File: src/include/dp_macros.svh
// Datapath width, I/O port count and I/O address region macros

`ifndef DP_MACROS_SVH
`define DP_MACROS_SVH

// ----------------------------------------------------------------------
// Data and address widths

// One data word, same width for both memories and all I/O ports
`define DP_WORD_WIDTH 16

// Operand address, same width for reads and writes
`define DP_ADDR_WIDTH 8

// ALU operation code
`define DP_OP_WIDTH 3

// ----------------------------------------------------------------------
// I/O ports

// Ports per side (A and B each have their own set)
`define DP_IO_PORT_COUNT 4
`define DP_IO_PORT_BITS 2

// Top address bits that select the I/O ports instead of memory.
// The low DP_IO_PORT_BITS of the address then pick the port.
`define DP_IO_REGION 6'b11_1111

`endif
File: src/rtl/dp_pkg.sv
// Datapath package: word, operand address union, ALU op, instruction and stage types

`include "dp_macros.svh"

package dp_pkg;

    // ------------------------------------------------------------------
    // Basic words and operand addresses

    typedef logic [`DP_WORD_WIDTH-1:0] word_t;

    // I/O view of an operand address
    typedef struct packed {
        logic [`DP_ADDR_WIDTH-`DP_IO_PORT_BITS-1:0] region;
        logic [`DP_IO_PORT_BITS-1:0]                port;
    } io_addr_t;

    // Same address bits read either as a memory index or as an I/O port select
    typedef union packed {
        logic [`DP_ADDR_WIDTH-1:0] index;
        io_addr_t                  io;
    } addr_u;

    typedef enum logic [`DP_OP_WIDTH-1:0] {
        OP_PASS_A = 3'd0,
        OP_PASS_B = 3'd1,
        OP_ADD    = 3'd2,
        OP_SUB    = 3'd3,
        OP_AND    = 3'd4,
        OP_OR     = 3'd5,
        OP_XOR    = 3'd6,
        OP_NOT_A  = 3'd7
    } alu_op_e;

    typedef struct packed {
        alu_op_e op;
        addr_u   read_a;
        addr_u   read_b;
        addr_u   write_a;
        addr_u   write_b;
    } instr_t;

    // ------------------------------------------------------------------
    // Stage interfaces

    // Registered output of I/O predication, travels alongside the memory read
    typedef struct packed {
        logic    live;
        logic    ready;
        logic    rd_io_a;
        logic    rd_io_b;
        word_t   io_word_a;
        word_t   io_word_b;
        logic    wr_io_a;
        logic    wr_io_b;
        addr_u   write_a;
        addr_u   write_b;
        alu_op_e op;
    } pred_t;

    typedef struct packed {
        word_t a;
        word_t b;
    } mem_rd_t;

    // Writeback into the data memories, one result to both sides
    typedef struct packed {
        logic  en_a;
        logic  en_b;
        addr_u addr_a;
        addr_u addr_b;
        word_t data;
    } mem_wr_t;

endpackage

File: src/rtl/alu_writeback.sv
// ALU and writeback: operand select, result with carry/overflow, memory and I/O writes

`include "dp_macros.svh"

module alu_writeback (
    input  logic                            clock,
    input  logic                            rst,
    input  dp_pkg::pred_t                   pred,
    input  logic                            pred_valid,
    input  dp_pkg::mem_rd_t                 rd,
    output dp_pkg::mem_wr_t                 wr,
    output dp_pkg::word_t                   result,
    output logic                            result_valid,
    output logic                            carry_out,
    output logic                            overflow,
    output dp_pkg::word_t                   io_write_data_a,
    output dp_pkg::word_t                   io_write_data_b,
    output logic [`DP_IO_PORT_COUNT-1:0]    io_wren_a,
    output logic [`DP_IO_PORT_COUNT-1:0]    io_wren_b
);

    import dp_pkg::*;

    localparam int MSB = `DP_WORD_WIDTH - 1;
    localparam logic [`DP_IO_PORT_COUNT-1:0] PORT_ONE = 1;

    word_t                   op_a;
    word_t                   op_b;
    word_t                   alu_res;
    logic                    alu_carry;
    logic                    alu_ovf;
    logic [`DP_WORD_WIDTH:0] wide;
    logic                    live;

    // ------------------------------------------------------------------
    // Operand select

    assign op_a = pred.rd_io_a ? pred.io_word_a : rd.a;
    assign op_b = pred.rd_io_b ? pred.io_word_b : rd.b;

    // ------------------------------------------------------------------
    // ALU

    always_comb begin
        wide      = '0;
        alu_res   = '0;
        alu_carry = 1'b0;
        alu_ovf   = 1'b0;
        unique case (pred.op)
            OP_PASS_A: alu_res = op_a;
            OP_PASS_B: alu_res = op_b;
            OP_ADD: begin
                wide      = {1'b0, op_a} + {1'b0, op_b};
                alu_res   = wide[MSB:0];
                alu_carry = wide[`DP_WORD_WIDTH];
                // Same signs in, different sign out
                alu_ovf   = (op_a[MSB] == op_b[MSB]) && (alu_res[MSB] != op_a[MSB]);
            end
            OP_SUB: begin
                // Top bit of the extended difference is the borrow
                wide      = {1'b0, op_a} - {1'b0, op_b};
                alu_res   = wide[MSB:0];
                alu_carry = wide[`DP_WORD_WIDTH];
                alu_ovf   = (op_a[MSB] != op_b[MSB]) && (alu_res[MSB] != op_a[MSB]);
            end
            OP_AND:   alu_res = op_a & op_b;
            OP_OR:    alu_res = op_a | op_b;
            OP_XOR:   alu_res = op_a ^ op_b;
            OP_NOT_A: alu_res = ~op_a;
        endcase
    end

    // ------------------------------------------------------------------
    // Output register and writeback

    // Annulled instructions still flow through, they just write nothing
    assign live = pred_valid && pred.live;

    always_ff @(posedge clock) begin
        result          <= alu_res;
        carry_out       <= alu_carry;
        overflow        <= alu_ovf;
        io_write_data_a <= alu_res;
        io_write_data_b <= alu_res;
        wr.addr_a       <= pred.write_a;
        wr.addr_b       <= pred.write_b;
        wr.data         <= alu_res;
        if (rst) begin
            result_valid <= 1'b0;
            wr.en_a      <= 1'b0;
            wr.en_b      <= 1'b0;
            io_wren_a    <= '0;
            io_wren_b    <= '0;
        end else begin
            result_valid <= live;
            wr.en_a      <= live && !pred.wr_io_a;
            wr.en_b      <= live && !pred.wr_io_b;
            io_wren_a    <= (live && pred.wr_io_a) ? (PORT_ONE << pred.write_a.io.port) : '0;
            io_wren_b    <= (live && pred.wr_io_b) ? (PORT_ONE << pred.write_b.io.port) : '0;
        end
    end

endmodule

File: config.mk
export PLATFORM = sky130hd
export DESIGN_NAME = alu_writeback
export DESIGN_NICKNAME = d
export VERILOG_FILES = /design/src/rtl/dp_pkg.sv /design/src/rtl/alu_writeback.sv
export VERILOG_INCLUDE_DIRS = /design/src /design/src/include
export SDC_FILE = /design/constraint.sdc
export NUM_CORES = 1
export LEC_CHECK = 0
export BUFFER_PORTS_ARGS = -buffer_cell sky130_fd_sc_hd__buf_2
export CAP_MARGIN = 20
export CORE_ASPECT_RATIO = 1.1
export CORE_MARGIN = 10
export CORE_UTILIZATION = 27
export DETAILED_ROUTE_END_ITERATION = 10
export PLACE_DENSITY_LB_ADDON = 0.12
export SLEW_MARGIN = 20
export SYNTH_ARGS = -nofsm -noshare
export SYNTH_HDL_FRONTEND = slang
export SYNTH_SLANG_ARGS = --single-unit
File: constraint.sdc
create_clock -name clock -period 4.5 [get_ports clock]
set_input_delay 0.225 -clock clock [delete_from_list [all_inputs] [get_ports clock]]
set_output_delay 0.225 -clock clock [all_outputs]
set_load 0.005 [all_outputs]
==> impl_results.md <==
* Drt wl/cell at 17.8 um
* Period utilization at 72.5%
* Register Area at 901 um2
* Final total power at 1.65 mW
* Register share of total power at 27.8%
* Req. time, crit path at 4720 ps
* Vias at 4386
* Measured slew at the worst slew-check pin at 769 ps
* Most used cell, CP: nor3_1
* Initial antenna violation count at 0
* LEAKAGE at 2.73 nW
* Die extent in y at 156 um
* Share of layout cells above drive strength 1 at 32.2%
* Async SR Flop Fraction at 0%
* Max Slew Vio Count at 0
* Final setup fails at 0
* Min-Delay Path Class: in2reg
* CTS tree: built
* Core area at 0.0165 mm2
* Vias per Instance at 4.86
* Post-synth EDFFs at 0
* Yosys reg bits at 45
* Sequential area share after synthesis at 19.7%
* Mapped Cells at 578
* Fill cell count at 1781
* Worst Slack Setup Final at 1240 ps
* Number of top-level pins at 185
* Crit path kind: in2reg
* Die Span X at 144 um
* Status: finished, final reports clean
* Critical Path Start Type: primary input
* Mapped Avg Cell Area at 7.90 um2
* Worst hold stages at 1
* Die Area at 0.0225 mm2
* Slew headroom at 48.4%
* Area delta synth->final at 20.7%
* Routability cong. at 0.918
* VDD IR max at 116 uV
* Residual DRC at 0
* Nature of the critical path endpoint: register
* Total gr overflow at 0
* CTS sink cnt at 45
* DR iter-0 viols at 252
* Port Buffers at 183
* Worst slack at placement at 909 ps
* Post-route ant nets at 0
* Critical path origin: pred[53]
* Synth cell types at 69
* Hold wc startpoint: pred[9]
* Clk pwr share at 29.6%
* Worst Setup EP: carry_out
* Logic pwr share at 42.6%
* Finished Layout Cells at 902
* Crit path buf inv count at 1
* Root buffer cell: clkbuf_16
* Setup Buffers After CTS at 0
* Setup TNS at 0 ps
* Arrival time worst endpoint at 3480 ps
* Worst-path cell chain: buf_2, mux2i_1, ha_1, nor3_1, a2111oi_4, nand2_2, a311oi_2, nor3_1, o31ai_1, a221oi_1, o31ai_2
* Pin count of the biggest net entering global routing at 50
* Global-route wire length before repair at 24.7 mm
* Critical Path Stages at 11
* RSZ-0062 raised after global routing: no
* Hold-fix buffers, CTS at 0
* Synth warnings at 0
* Net count, final at 841
* Synthesized area at 0.00457 mm2
* Dpl cells at 894
* Routed WL at 16.0 mm
* Sw Share at 35.5%
* Starting Density at 27.7%
* Net count after synthesis at 722
* DPL Wire Length at 12.9 mm
* Power Dens Cells at 299 mW/mm2
* Number of diodes at 0
* Achievable Freq at 306 MHz
* Critical path fanouts, max at 12
* H-tree depth at 2
* Clock Tree Buf Depth at 2
* Max cap viols at 0
* Tmin final at 3260 ps
* Clock-pin transition on the worst setup and hold timing paths at 70 ps
* Ys flop type: dfxtp_1
* Endpoints failing hold at 0
* Cell family with most CP delay: compound AO/OA/AOI/OAI gates
* Switching pwr at 0.584 mW
* Drt first pass iters at 4
* Internal power at 1.06 mW
* CP max-delay cell: a2111oi_4
* Post_cts resized at 0
* CP max stage delay at 530 ps
* Total CTS buffers at 5
* Vias in the first global route at 4498
* All-Layer GR Usage at 13.8%
* FP Rows at 49
* Multi-input logic area at 0.00296 mm2
[layout make-up]
class / count / area share [%]
clock inverter: 3 / 1.25
multi-input combinational: 396 / 53.7
timing repair buffer: 193 / 18.0
clock buffer: 5 / 2.27
sequential: 45 / 16.3
inverter: 56 / 3.81
tap: 204 / 4.63
[routing by layer]
metal  routed length [um]  up-vias  global-route usage [%]
met1                 6850     2011                    16.2
li1                     -     2230                       -
met2                 7960      134                    24.8
met4                  204        0                    3.70
met5                    0        -                       0
met3                 1030       11                    2.63
[cell families (layout without fill, tap and decap cells)]
kind of cell	Yosys count	count (layout)	share of synthesized area (%)
AOI/OAI and AO/OA	172	172	26.1
buffers and inverters	137	257	15.6
and+or+nand+nor	121	121	12.1
adders and majority gates	52	52	14.6
DFF	45	45	19.7
muxes	40	40	9.83
xor gates and xnor gates	11	11	2.11
[flip-flops by register name, indices dropped and copies added (netlist names)]
name / flops
carry_out: 1
io_wren_a: 4
wr: 18
overflow: 1
io_write_data_b: 16
io_wren_b: 4
result_valid: 1
[worst min-delay path by stage]
stage	to	slack (ps)
after global placement	wr[20]	330
after global routing	wr[31]	20
after floorplan	wr[16]	250
after detailed placement	wr[26]	330
after CTS	wr[26]	20
final	wr[22]	30
[Yosys cell counts, types with 5 or more instances]
master	instances	area share (%)
nor2_1	37	3.0
xnor2_1	10	1.9
dfxtp_1	45	20
o21ai_0	31	3.4
buf_1	5	0.41
nand2_1	37	3.0
mux2i_1	28	6.1
a22oi_1	5	0.82
a21oi_1	50	5.5
o22ai_1	10	1.4
nor3_1	16	1.8
a211oi_1	11	1.8
nand3_1	12	1.3
inv_1	55	4.5
ha_1	50	14
buf_4	50	8.2
o211ai_1	6	0.99
o31ai_1	6	0.99
a221oi_1	5	0.96
clkbuf_1	23	1.9
mux2_2	9	2.2
[metrics by stage]
| step | hold slack [ps] | cell area, um2 | utilization, % |
|---|---|---|---|
| after detailed placement | 329 | 5320 | 32.2 |
| after CTS | 18.4 | 5510 | 33.4 |
| after global routing | 16.5 | 5510 | 33.4 |
| after global placement | 329 | 5320 | 32.2 |
| final | 28.2 | 5510 | 33.4 |
| after floorplan | 253 | 4570 | - |
[placed cells by master, fill, tap and decap left out, drive strengths merged, types with 12 or more instances in the layout]
cell | netlist | routed
o21ai | 32 | 32
mux2i | 28 | 28
nor2 | 37 | 37
inv | 55 | 56
nand3 | 12 | 12
dfxtp | 45 | 45
buf | 58 | 193
nor3 | 16 | 16
a21oi | 50 | 50
nand2 | 38 | 38
ha | 50 | 50
[power groups by stage]
stage,Sequential [mW],Clock (mW),Combinational (mW)
after floorplan,0.476,0,0.529
after global placement,0.467,0,0.703
after detailed placement,0.469,0,0.708
after CTS,0.460,0.506,0.712
after global routing,0.466,0.525,0.783
final,0.458,0.487,0.701
Power figures use the tool's default switching activity.
