==> src/include/dp_macros.svh <==
// Datapath width, I/O port count and I/O address region macros

`ifndef DP_MACROS_SVH
`define DP_MACROS_SVH

// ----------------------------------------------------------------------
// Data and address widths

// One data word, same width for both memories and all I/O ports
`define DP_WORD_WIDTH 16

// Operand address, same width for reads and writes
`define DP_ADDR_WIDTH 8

// ALU operation code
`define DP_OP_WIDTH 3

// ----------------------------------------------------------------------
// I/O ports

// Ports per side (A and B each have their own set)
`define DP_IO_PORT_COUNT 4
`define DP_IO_PORT_BITS 2

// Top address bits that select the I/O ports instead of memory.
// The low DP_IO_PORT_BITS of the address then pick the port.
`define DP_IO_REGION 6'b11_1111

`endif
==> src/rtl/dp_pkg.sv <==
// Datapath package: word, operand address union, ALU op, instruction and stage types

`include "dp_macros.svh"

package dp_pkg;

    // ------------------------------------------------------------------
    // Basic words and operand addresses

    typedef logic [`DP_WORD_WIDTH-1:0] word_t;

    // I/O view of an operand address
    typedef struct packed {
        logic [`DP_ADDR_WIDTH-`DP_IO_PORT_BITS-1:0] region;
        logic [`DP_IO_PORT_BITS-1:0]                port;
    } io_addr_t;

    // Same address bits read either as a memory index or as an I/O port select
    typedef union packed {
        logic [`DP_ADDR_WIDTH-1:0] index;
        io_addr_t                  io;
    } addr_u;

    typedef enum logic [`DP_OP_WIDTH-1:0] {
        OP_PASS_A = 3'd0,
        OP_PASS_B = 3'd1,
        OP_ADD    = 3'd2,
        OP_SUB    = 3'd3,
        OP_AND    = 3'd4,
        OP_OR     = 3'd5,
        OP_XOR    = 3'd6,
        OP_NOT_A  = 3'd7
    } alu_op_e;

    typedef struct packed {
        alu_op_e op;
        addr_u   read_a;
        addr_u   read_b;
        addr_u   write_a;
        addr_u   write_b;
    } instr_t;

    // ------------------------------------------------------------------
    // Stage interfaces

    // Registered output of I/O predication, travels alongside the memory read
    typedef struct packed {
        logic    live;
        logic    ready;
        logic    rd_io_a;
        logic    rd_io_b;
        word_t   io_word_a;
        word_t   io_word_b;
        logic    wr_io_a;
        logic    wr_io_b;
        addr_u   write_a;
        addr_u   write_b;
        alu_op_e op;
    } pred_t;

    typedef struct packed {
        word_t a;
        word_t b;
    } mem_rd_t;

    // Writeback into the data memories, one result to both sides
    typedef struct packed {
        logic  en_a;
        logic  en_b;
        addr_u addr_a;
        addr_u addr_b;
        word_t data;
    } mem_wr_t;

endpackage

==> src/rtl/io_predication.sv <==
// I/O predication: I/O operand decode, empty/full check, read enables, stage-1 register

`include "dp_macros.svh"

module io_predication (
    input  logic                                     clock,
    input  logic                                     rst,
    input  logic                                     instr_valid,
    input  dp_pkg::instr_t                           instr,
    input  logic                                     cancel,
    input  logic [`DP_IO_PORT_COUNT-1:0]             io_read_ef_a,
    input  logic [`DP_IO_PORT_COUNT-1:0]             io_read_ef_b,
    input  logic [`DP_IO_PORT_COUNT-1:0]             io_write_ef_a,
    input  logic [`DP_IO_PORT_COUNT-1:0]             io_write_ef_b,
    input  logic [`DP_IO_PORT_COUNT*`DP_WORD_WIDTH-1:0] io_read_data_a,
    input  logic [`DP_IO_PORT_COUNT*`DP_WORD_WIDTH-1:0] io_read_data_b,
    output logic [`DP_IO_PORT_COUNT-1:0]             io_rden_a,
    output logic [`DP_IO_PORT_COUNT-1:0]             io_rden_b,
    output logic                                     io_ready,
    output dp_pkg::pred_t                            pred,
    output logic                                     pred_valid
);

    import dp_pkg::*;

    localparam logic [`DP_IO_PORT_COUNT-1:0] PORT_ONE = 1;

    function automatic logic is_io(input addr_u addr);
        return addr.io.region == `DP_IO_REGION;
    endfunction

    // Word of the addressed port out of the flattened port data
    function automatic word_t port_word(
        input logic [`DP_IO_PORT_COUNT*`DP_WORD_WIDTH-1:0] data,
        input logic [`DP_IO_PORT_BITS-1:0]                 port
    );
        return data[port*`DP_WORD_WIDTH +: `DP_WORD_WIDTH];
    endfunction

    logic rd_io_a;
    logic rd_io_b;
    logic wr_io_a;
    logic wr_io_b;
    logic ready;
    logic live;

    // ------------------------------------------------------------------
    // Operand decode and predication

    assign rd_io_a = is_io(instr.read_a);
    assign rd_io_b = is_io(instr.read_b);
    assign wr_io_a = is_io(instr.write_a);
    assign wr_io_b = is_io(instr.write_b);

    // Every touched port must be able to go ahead, memory operands always can
    assign ready = (!rd_io_a || io_read_ef_a[instr.read_a.io.port])
                && (!rd_io_b || io_read_ef_b[instr.read_b.io.port])
                && (!wr_io_a || io_write_ef_a[instr.write_a.io.port])
                && (!wr_io_b || io_write_ef_b[instr.write_b.io.port]);

    assign live = instr_valid && ready && !cancel;

    // Pop the source ports only for an instruction that will execute
    assign io_rden_a = (live && rd_io_a) ? (PORT_ONE << instr.read_a.io.port) : '0;
    assign io_rden_b = (live && rd_io_b) ? (PORT_ONE << instr.read_b.io.port) : '0;

    // ------------------------------------------------------------------
    // Stage-1 register, runs in parallel with the memory read

    always_ff @(posedge clock) begin
        if (instr_valid) begin
            pred.live      <= live;
            pred.ready     <= ready;
            pred.rd_io_a   <= rd_io_a;
            pred.rd_io_b   <= rd_io_b;
            pred.io_word_a <= port_word(io_read_data_a, instr.read_a.io.port);
            pred.io_word_b <= port_word(io_read_data_b, instr.read_b.io.port);
            pred.wr_io_a   <= wr_io_a;
            pred.wr_io_b   <= wr_io_b;
            pred.write_a   <= instr.write_a;
            pred.write_b   <= instr.write_b;
            pred.op        <= instr.op;
        end
        if (rst) begin
            pred_valid <= 1'b0;
        end else begin
            pred_valid <= instr_valid;
        end
    end

    // Cancel does not affect this, only the port state does
    assign io_ready = pred_valid && pred.ready;

endmodule

==> config.mk <==
export PLATFORM = sky130hd
export DESIGN_NAME = io_predication
export DESIGN_NICKNAME = d
export VERILOG_FILES = /design/src/rtl/dp_pkg.sv /design/src/rtl/io_predication.sv
export VERILOG_INCLUDE_DIRS = /design/src /design/src/include
export SDC_FILE = /design/constraint.sdc
export NUM_CORES = 1
export LEC_CHECK = 0
export CORE_AREA = 2 2 97 99
export DETAILED_ROUTE_END_ITERATION = 12
export DIE_AREA = 0 0 99 101
export DONT_BUFFER_PORTS = 1
export GPL_TIMING_DRIVEN = 0
export HOLD_SLACK_MARGIN = 0.03
export PLACE_DENSITY = 0.5
export SLEW_MARGIN = 20
export SYNTH_ARGS = -nofsm -noshare
export SYNTH_HDL_FRONTEND = slang
export SYNTH_SLANG_ARGS = --single-unit
==> constraint.sdc <==
create_clock -name clock -period 3.2 [get_ports clock]
set_input_delay 0.16 -clock clock [delete_from_list [all_inputs] [get_ports clock]]
set_output_delay 0.16 -clock clock [all_outputs]
set_load 0.01 [all_outputs]
==> results of run 1 <==
## layer usage
| layer | part of all wire [%] | track usage [%] | vias to the layer above |
|---|---|---|---|
| li1 | - | - | 720 |
| met3 | 9.5 | 5.96 | 9 |
| met1 | 35 | 17.8 | 859 |
| met4 | 1.2 | 5.37 | 0 |
| met5 | 0 | 0 | - |
| met2 | 54 | 28.3 | 150 |
## area by class of cell
cell class              instances  area, um^2
well taps                     111         139
clock inverters                 6         115
repair buffers                 22         238
flip-flops and latches         58        1730
plain buffers                   8        35.0
clock buffers                  10         128
multi-input cells              83        1100
fillers                       812        5490
## critical path: stages
cell and delay, ns:
sky130_fd_sc_hd__mux4_2 0.48, sky130_fd_sc_hd__or4_4 0.45, sky130_fd_sc_hd__o41ai_4 0.14, sky130_fd_sc_hd__nor4_1 0.23
## power groups by stage
| stage | logic (mW) | clock network, mW | registers (mW) |
|---|---|---|---|
| 6_report | 0.168 | 0.821 | 0.986 |
| 5_1_grt | 0.181 | 0.878 | 0.993 |
| 4_1_cts | 0.170 | 0.843 | 0.988 |
| 3_5_place_dp | 0.131 | 0 | 1.00 |
| 3_3_place_gp | 0.125 | 0 | 1.01 |
| 2_1_floorplan | 0.113 | 0 | 0.989 |
## logic make-up (layout without fill, tap and decap cells)
family / after synthesis / after routing / share of synthesized area (%)
AND/OR/NAND/NOR: 42 / 42 / 8.37
buffers and inverters: 8 / 46 / 1.22
AO/OA/AOI/OAI: 3 / 3 / 1.57
multiplexers: 38 / 38 / 28.5
flip-flops: 58 / 58 / 60.3
## cells in the final DEF (no fill, tap or decap), drive strengths merged, types with 2 or more instances in the layout
cell type / instances
buf: 5
bufinv: 3
clkbuf: 14
clkinv: 2
dlygate4sd3: 21
edfxtp: 57
mux2i: 2
mux4: 35
nand2: 11
nand4: 3
nand4b: 4
nor2: 3
nor3: 12
nor4: 2
## synthesized netlist by cell type
library cell | number | area [um^2]
sky130_fd_sc_hd__a211oi_1 | 1 | 7.51
sky130_fd_sc_hd__and2_1 | 1 | 6.26
sky130_fd_sc_hd__buf_2 | 4 | 20.0
sky130_fd_sc_hd__clkbuf_1 | 4 | 15.0
sky130_fd_sc_hd__dfxtp_1 | 1 | 20.0
sky130_fd_sc_hd__edfxtp_1 | 57 | 1710
sky130_fd_sc_hd__mux2_2 | 1 | 11.3
sky130_fd_sc_hd__mux2i_1 | 2 | 20.0
sky130_fd_sc_hd__mux4_2 | 35 | 788
sky130_fd_sc_hd__nand2_1 | 11 | 41.3
sky130_fd_sc_hd__nand2b_1 | 1 | 6.26
sky130_fd_sc_hd__nand3_1 | 1 | 5.00
sky130_fd_sc_hd__nand4_1 | 3 | 18.8
sky130_fd_sc_hd__nand4b_1 | 4 | 35.0
sky130_fd_sc_hd__nor2_1 | 3 | 11.3
sky130_fd_sc_hd__nor2b_1 | 1 | 6.26
sky130_fd_sc_hd__nor3_1 | 11 | 55.1
sky130_fd_sc_hd__nor3_2 | 1 | 10.0
sky130_fd_sc_hd__nor4_1 | 1 | 6.26
sky130_fd_sc_hd__nor4_2 | 1 | 12.5
sky130_fd_sc_hd__o211a_1 | 1 | 10.0
sky130_fd_sc_hd__o41ai_4 | 1 | 27.5
sky130_fd_sc_hd__or3_1 | 1 | 6.26
sky130_fd_sc_hd__or3b_2 | 1 | 8.76
sky130_fd_sc_hd__or4_4 | 1 | 11.3
## registers in the layout, summed over array words and instances (netlist names)
signal and flops:
pred 57, pred_valid 1
## worst max-delay path by stage
stage | from | endpoint | cells past startpoint
2_1_floorplan | instr[8] | pred[56] | 4
3_3_place_gp | instr[0] | pred[56] | 3
3_5_place_dp | instr[0] | pred[56] | 3
4_1_cts | instr[0] | io_rden_a[0] | 3
5_1_grt | instr[0] | io_rden_a[0] | 3
6_report | instr[8] | io_rden_a[0] | 4
## per-stage QoR
stage / cell area, um^2 / setup slack (ns) / util (%)
2_1_floorplan: 2870 / 1.65 / -
3_3_place_gp: 3010 / 1.49 / 33.5
3_5_place_dp: 3010 / 1.48 / 33.5
4_1_cts: 3490 / 1.54 / 38.9
5_1_grt: 3490 / 1.50 / 38.9
6_report: 3490 / 1.58 / 38.9
==> results.rst, run 1 <==
.. list-table::
   :header-rows: 1

   * - Metric
     - Value
   * - Status
     - complete, no violations
   * - Syn Area/Cell
     - approximately 19 um^2
   * - Net switching power of the design
     - 0.432 mW
   * - Root buf cell
     - sky130_fd_sc_hd__clkbuf_8
   * - Startpoint-to-endpoint class of the critical path
     - input port to primary output
   * - Number of antenna violations at the first check in global routing
     - 0
   * - Cell leakage power
     - about 1.1 nW
   * - Placeable core region
     - ~0.009 mm^2
   * - Power share of the sequential group
     - 49.9%
   * - Quantity of I/O buffers inserted on ports
     - 0
   * - Yosys reg bits
     - 58
   * - Clock slew at reported path FFs
     - 0.06 ns
   * - HPWL Detailed
     - roughly 6400 um
   * - Required time at the endpoint of the critical path
     - 3.04 ns
   * - Starting density of the core
     - about a third
   * - Setup violation total in the final timing report
     - 0
   * - Combinational fraction of design power
     - under 10%
   * - Cell count after synthesis
     - between 100 and 150
   * - Largest net degree at the start of global routing
     - between 50 and 60
   * - Largest voltage drop on the vdd net
     - 0.210 mV
   * - Diodes inserted
     - 0
   * - Highest achievable clock rate
     - 616 MHz
   * - Max-slew violation total from the final report
     - 0
   * - Global route total overflow
     - 0
   * - Fin Setup TNS
     - 0 ns
   * - Number of failing hold endpoints at the final stage
     - 0
   * - Share of total power consumed by net switching
     - between 20 and 25%
   * - Type of the tightest min-delay check
     - input port to register
   * - Synth warn
     - 0
   * - Vias
     - ~1700
   * - Final worst path period need
     - around 1.6 ns
   * - Cell area after synthesis
     - between 0.002 and 0.003 mm^2
   * - Max cap viols
     - 0
   * - Final-stage net count
     - 365
   * - TritonCTS clock tree
     - yes
   * - Slew at the pin closest to its max-slew limit
     - between 0.6 and 0.7 ns
   * - Maximum level of the CTS H-tree
     - 3
   * - Slew HR
     - a little under three fifths
   * - Mean routed wirelength per cell
     - ~27 um
   * - Critical Path Sink Type
     - primary output
   * - Top Ports
     - 250
   * - Die width
     - roughly 100 um
   * - Placed instance count
     - 260
   * - Internal power
     - 1.54 mW
   * - Count of antenna-violating nets left after detailed routing
     - 0
   * - Vias in the first global route
     - approximately 1900
   * - Layout Area Growth over Synthesis
     - 21.6%
   * - Total power density per cell area
     - roughly 570 mW/mm^2
   * - Global-route total usage across every layer
     - between 15 and 20%
   * - Final clock period utilization by the worst path
     - between 50% and 60%
   * - DRC
     - 0
   * - Instance count along the most critical hold path
     - 2
   * - Startpoint class of the critical path
     - input port
   * - Detailed-route vias per instance
     - approximately 6
   * - Number of non-filler instances in the completed layout
     - a little under 300
   * - # rows
     - 35
   * - Post-cts gate resize count
     - 0
   * - Number of DRC markers after the initial detailed-route iteration
     - 46
   * - Buffers inserted by post-CTS timing repair
     - 0
   * - Count of different cell masters after synthesis
     - 25
   * - Clock power frac
     - 41.6%
   * - Total wirelength of the detailed-routed design
     - 8100 um
   * - Number of buffers created by CTS
     - 9
   * - Max Buffers Root-to-Sink
     - 2
   * - Share of post-route cells with drive strength above 1
     - between 30% and 40%
   * - Count of TritonRoute iterations in the first routing pass
     - 4
   * - Global-route wire length before repair
     - 11700 um
   * - Max Fanout on Critical Path
     - 10
   * - Critical hold path startpoint
     - instr[10]
   * - Unrepaired setup endpoints after global routing
     - no
   * - Number of hold buffers added after cts
     - 22
   * - Net count after synthesis
     - between 300 and 400
   * - Seq/Total Area, Yosys
     - between 60% and 70%
   * - WP data arrival
     - around 1.5 ns
   * - Area of the die
     - 0.0100 mm^2
   * - Worst hold path endpoint
     - pred[20]
   * - Final RePlAce weighted congestion
     - approximately 0.83
   * - Design Power
     - between 1.5 and 2 mW
   * - Clock net sink count
     - 58
   * - Worst hold slack
     - 0.116 ns
   * - Die Ht
     - 101 um
Power figures use the tool's default switching activity.
==> run 2, diff against run 1 <==
- ABC_AREA: default -> 1
- CORE_AREA: 2 2 97 99 -> 2 2 98 100
- DIE_AREA: 0 0 99 101 -> 0 0 100 102
- PLACE_DENSITY: 0.5 -> 0.51
- clock period: 3.2 -> 1.4 ns (I/O delays scaled with it)
==> results.rst, run 2 <==
.. list-table::
   :header-rows: 1

   * - Metric
     - Value
   * - Clock net sink count
     - between 50 and 60
   * - Maximum level of the CTS H-tree
     - 3
   * - Placed instance count
     - ~400
   * - Buffers inserted by post-CTS timing repair
     - 0
   * - Top Ports
     - 250
   * - Seq/Total Area, Yosys
     - between 50% and 60%
   * - Last stage
     - clock tree synthesis (4_1_cts)
   * - Primary flip-flop cell chosen by synthesis mapping
     - sky130_fd_sc_hd__edfxtp_1
   * - Post-cts gate resize count
     - 0
   * - Number of buffers created by CTS
     - 9
   * - Net count after synthesis
     - between 400 and 500
   * - Starting density of the core
     - 32.2%
   * - Syn Area/Cell
     - 10.2 um^2
   * - Quantity of I/O buffers inserted on ports
     - 0
   * - Die width
     - around 100 um
   * - Number of hold buffers added after cts
     - 101
   * - Top area cells in the synthesized netlist
     - sky130_fd_sc_hd__edfxtp_1 (58%), sky130_fd_sc_hd__nand3_1 (18%), sky130_fd_sc_hd__a22oi_1 (7.9%)
   * - Cell count after synthesis
     - between 200 and 300
   * - Number of enable-type register cells in the synthesized netlist
     - 57
   * - # rows
     - 35
   * - Max Buffers Root-to-Sink
     - 2
   * - Most numerous cell types in the synthesized netlist
     - sky130_fd_sc_hd__nand3_1 (104), sky130_fd_sc_hd__edfxtp_1 (57), sky130_fd_sc_hd__nand2_1 (33), sky130_fd_sc_hd__a22oi_1 (31), sky130_fd_sc_hd__nor2_1 (15)
   * - Status
     - aborted with a tool error
   * - HPWL Detailed
     - approximately 7100 um
   * - Most common cell in the netlist
     - sky130_fd_sc_hd__nand3_1
   * - Cell area after synthesis
     - ~0.003 mm^2
   * - Yosys reg bits
     - between 50 and 60
   * - Async set-reset flop share out of synthesis
     - 0%
   * - Root buf cell
     - sky130_fd_sc_hd__clkbuf_8
   * - Synth warn
     - 0
   * - Area share of the largest cell type after synthesis
     - between 50% and 60%
   * - Library cell occupying the most area in the post-synthesis netlist
     - sky130_fd_sc_hd__edfxtp_1
   * - Die Ht
     - ~100 um
   * - Final RePlAce weighted congestion
     - between 0.8 and 0.9
   * - Count of different cell masters after synthesis
     - 19
   * - Log Error
     - [ERROR RSZ-0060] Max buffer count reached.
-- run 2: logic make-up after synthesis --
kind of cell,after synthesis,synth area share (%)
simple gates,168,28.1
flops,58,59.1
compound gates,31,7.94
buf+inv,31,4.83
-- run 2: through the flow --
step	setup WS [ns]	area, um^2	utilization [%]	hold slack, ns
2_1_floorplan	0.451	2930	-	0.142
3_3_place_gp	0.166	3070	33.7	0.168
3_5_place_dp	0.151	3070	33.7	0.167
==> run 3, diff against run 2 <==
- CORE_AREA: 2 2 98 100 -> default
- CORE_MARGIN: default -> 2
- CORE_UTILIZATION: default -> 27
- DIE_AREA: 0 0 100 102 -> default
- HOLD_SLACK_MARGIN: 0.03 -> default
- PLACE_DENSITY: 0.51 -> default
- PLACE_DENSITY_LB_ADDON: default -> 0.15
- clock period: 1.4 -> 1.82 ns (I/O delays scaled with it)
==> results.rst, run 3 <==
.. list-table::
   :header-rows: 1

   * - Metric
     - Value
   * - Status
     - aborted with a tool error
   * - Last stage
     - clock tree synthesis (4_1_cts)
   * - Log Error
     - [ERROR RSZ-0060] Max buffer count reached.
   * - Final RePlAce weighted congestion
     - 0.803
   * - Clock net sink count
     - 58
   * - Number of buffers created by CTS
     - 9
   * - Primary flip-flop cell chosen by synthesis mapping
     - sky130_fd_sc_hd__edfxtp_1
   * - Synth warn
     - 0
   * - Buffers inserted by post-CTS timing repair
     - 0
   * - Post-cts gate resize count
     - 0
   * - Starting density of the core
     - 27.4%
   * - Root buf cell
     - sky130_fd_sc_hd__clkbuf_8
   * - Maximum level of the CTS H-tree
     - 3
   * - Cell area after synthesis
     - 0.00293 mm^2
   * - Number of enable-type register cells in the synthesized netlist
     - 57
   * - # rows
     - 38
   * - Quantity of I/O buffers inserted on ports
     - 0
   * - Area share of the largest cell type after synthesis
     - about three fifths
   * - Most numerous cell types in the synthesized netlist
     - sky130_fd_sc_hd__nand3_1 (104), sky130_fd_sc_hd__edfxtp_1 (57), sky130_fd_sc_hd__nand2_1 (33), sky130_fd_sc_hd__a22oi_1 (31), sky130_fd_sc_hd__nor2_1 (15)
   * - Top Ports
     - 250
   * - Async set-reset flop share out of synthesis
     - 0%
   * - Number of hold buffers added after cts
     - 101
   * - Count of different cell masters after synthesis
     - 19
   * - Library cell occupying the most area in the post-synthesis netlist
     - sky130_fd_sc_hd__edfxtp_1
   * - Max Buffers Root-to-Sink
     - 2
   * - HPWL Detailed
     - about 7000 um
   * - Yosys reg bits
     - 58
   * - Seq/Total Area, Yosys
     - between 50% and 60%
   * - Die width
     - 108 um
   * - Syn Area/Cell
     - around 10 um^2
   * - Most common cell in the netlist
     - sky130_fd_sc_hd__nand3_1
   * - Die Ht
     - about 110 um
   * - Cell count after synthesis
     - between 200 and 300
   * - Net count after synthesis
     - about 470
   * - Top area cells in the synthesized netlist
     - sky130_fd_sc_hd__edfxtp_1 (58%), sky130_fd_sc_hd__nand3_1 (18%), sky130_fd_sc_hd__a22oi_1 (7.9%)
   * - Placed instance count
     - ~430
[run 3: cell counts after synthesis]
Identical to the previous run, type by type.
[run 3: metrics by stage]
| stage | instance area [um^2] | hold WS (ns) | utilization, % | setup slack (ns) |
|---|---|---|---|---|
| 2_1_floorplan | 2930 | 0.163 | - | 0.829 |
| 3_3_place_gp | 3110 | 0.168 | 29.0 | 0.546 |
| 3_5_place_dp | 3110 | 0.166 | 29.0 | 0.534 |
[run 3: logic make-up after synthesis]
family	count (synthesis)	synth area share [%]
AND/OR/NAND/NOR	168	28.1
flip-flops	58	59.1
buffers and inverters	31	4.83
AO/OA/AOI/OAI	31	7.94
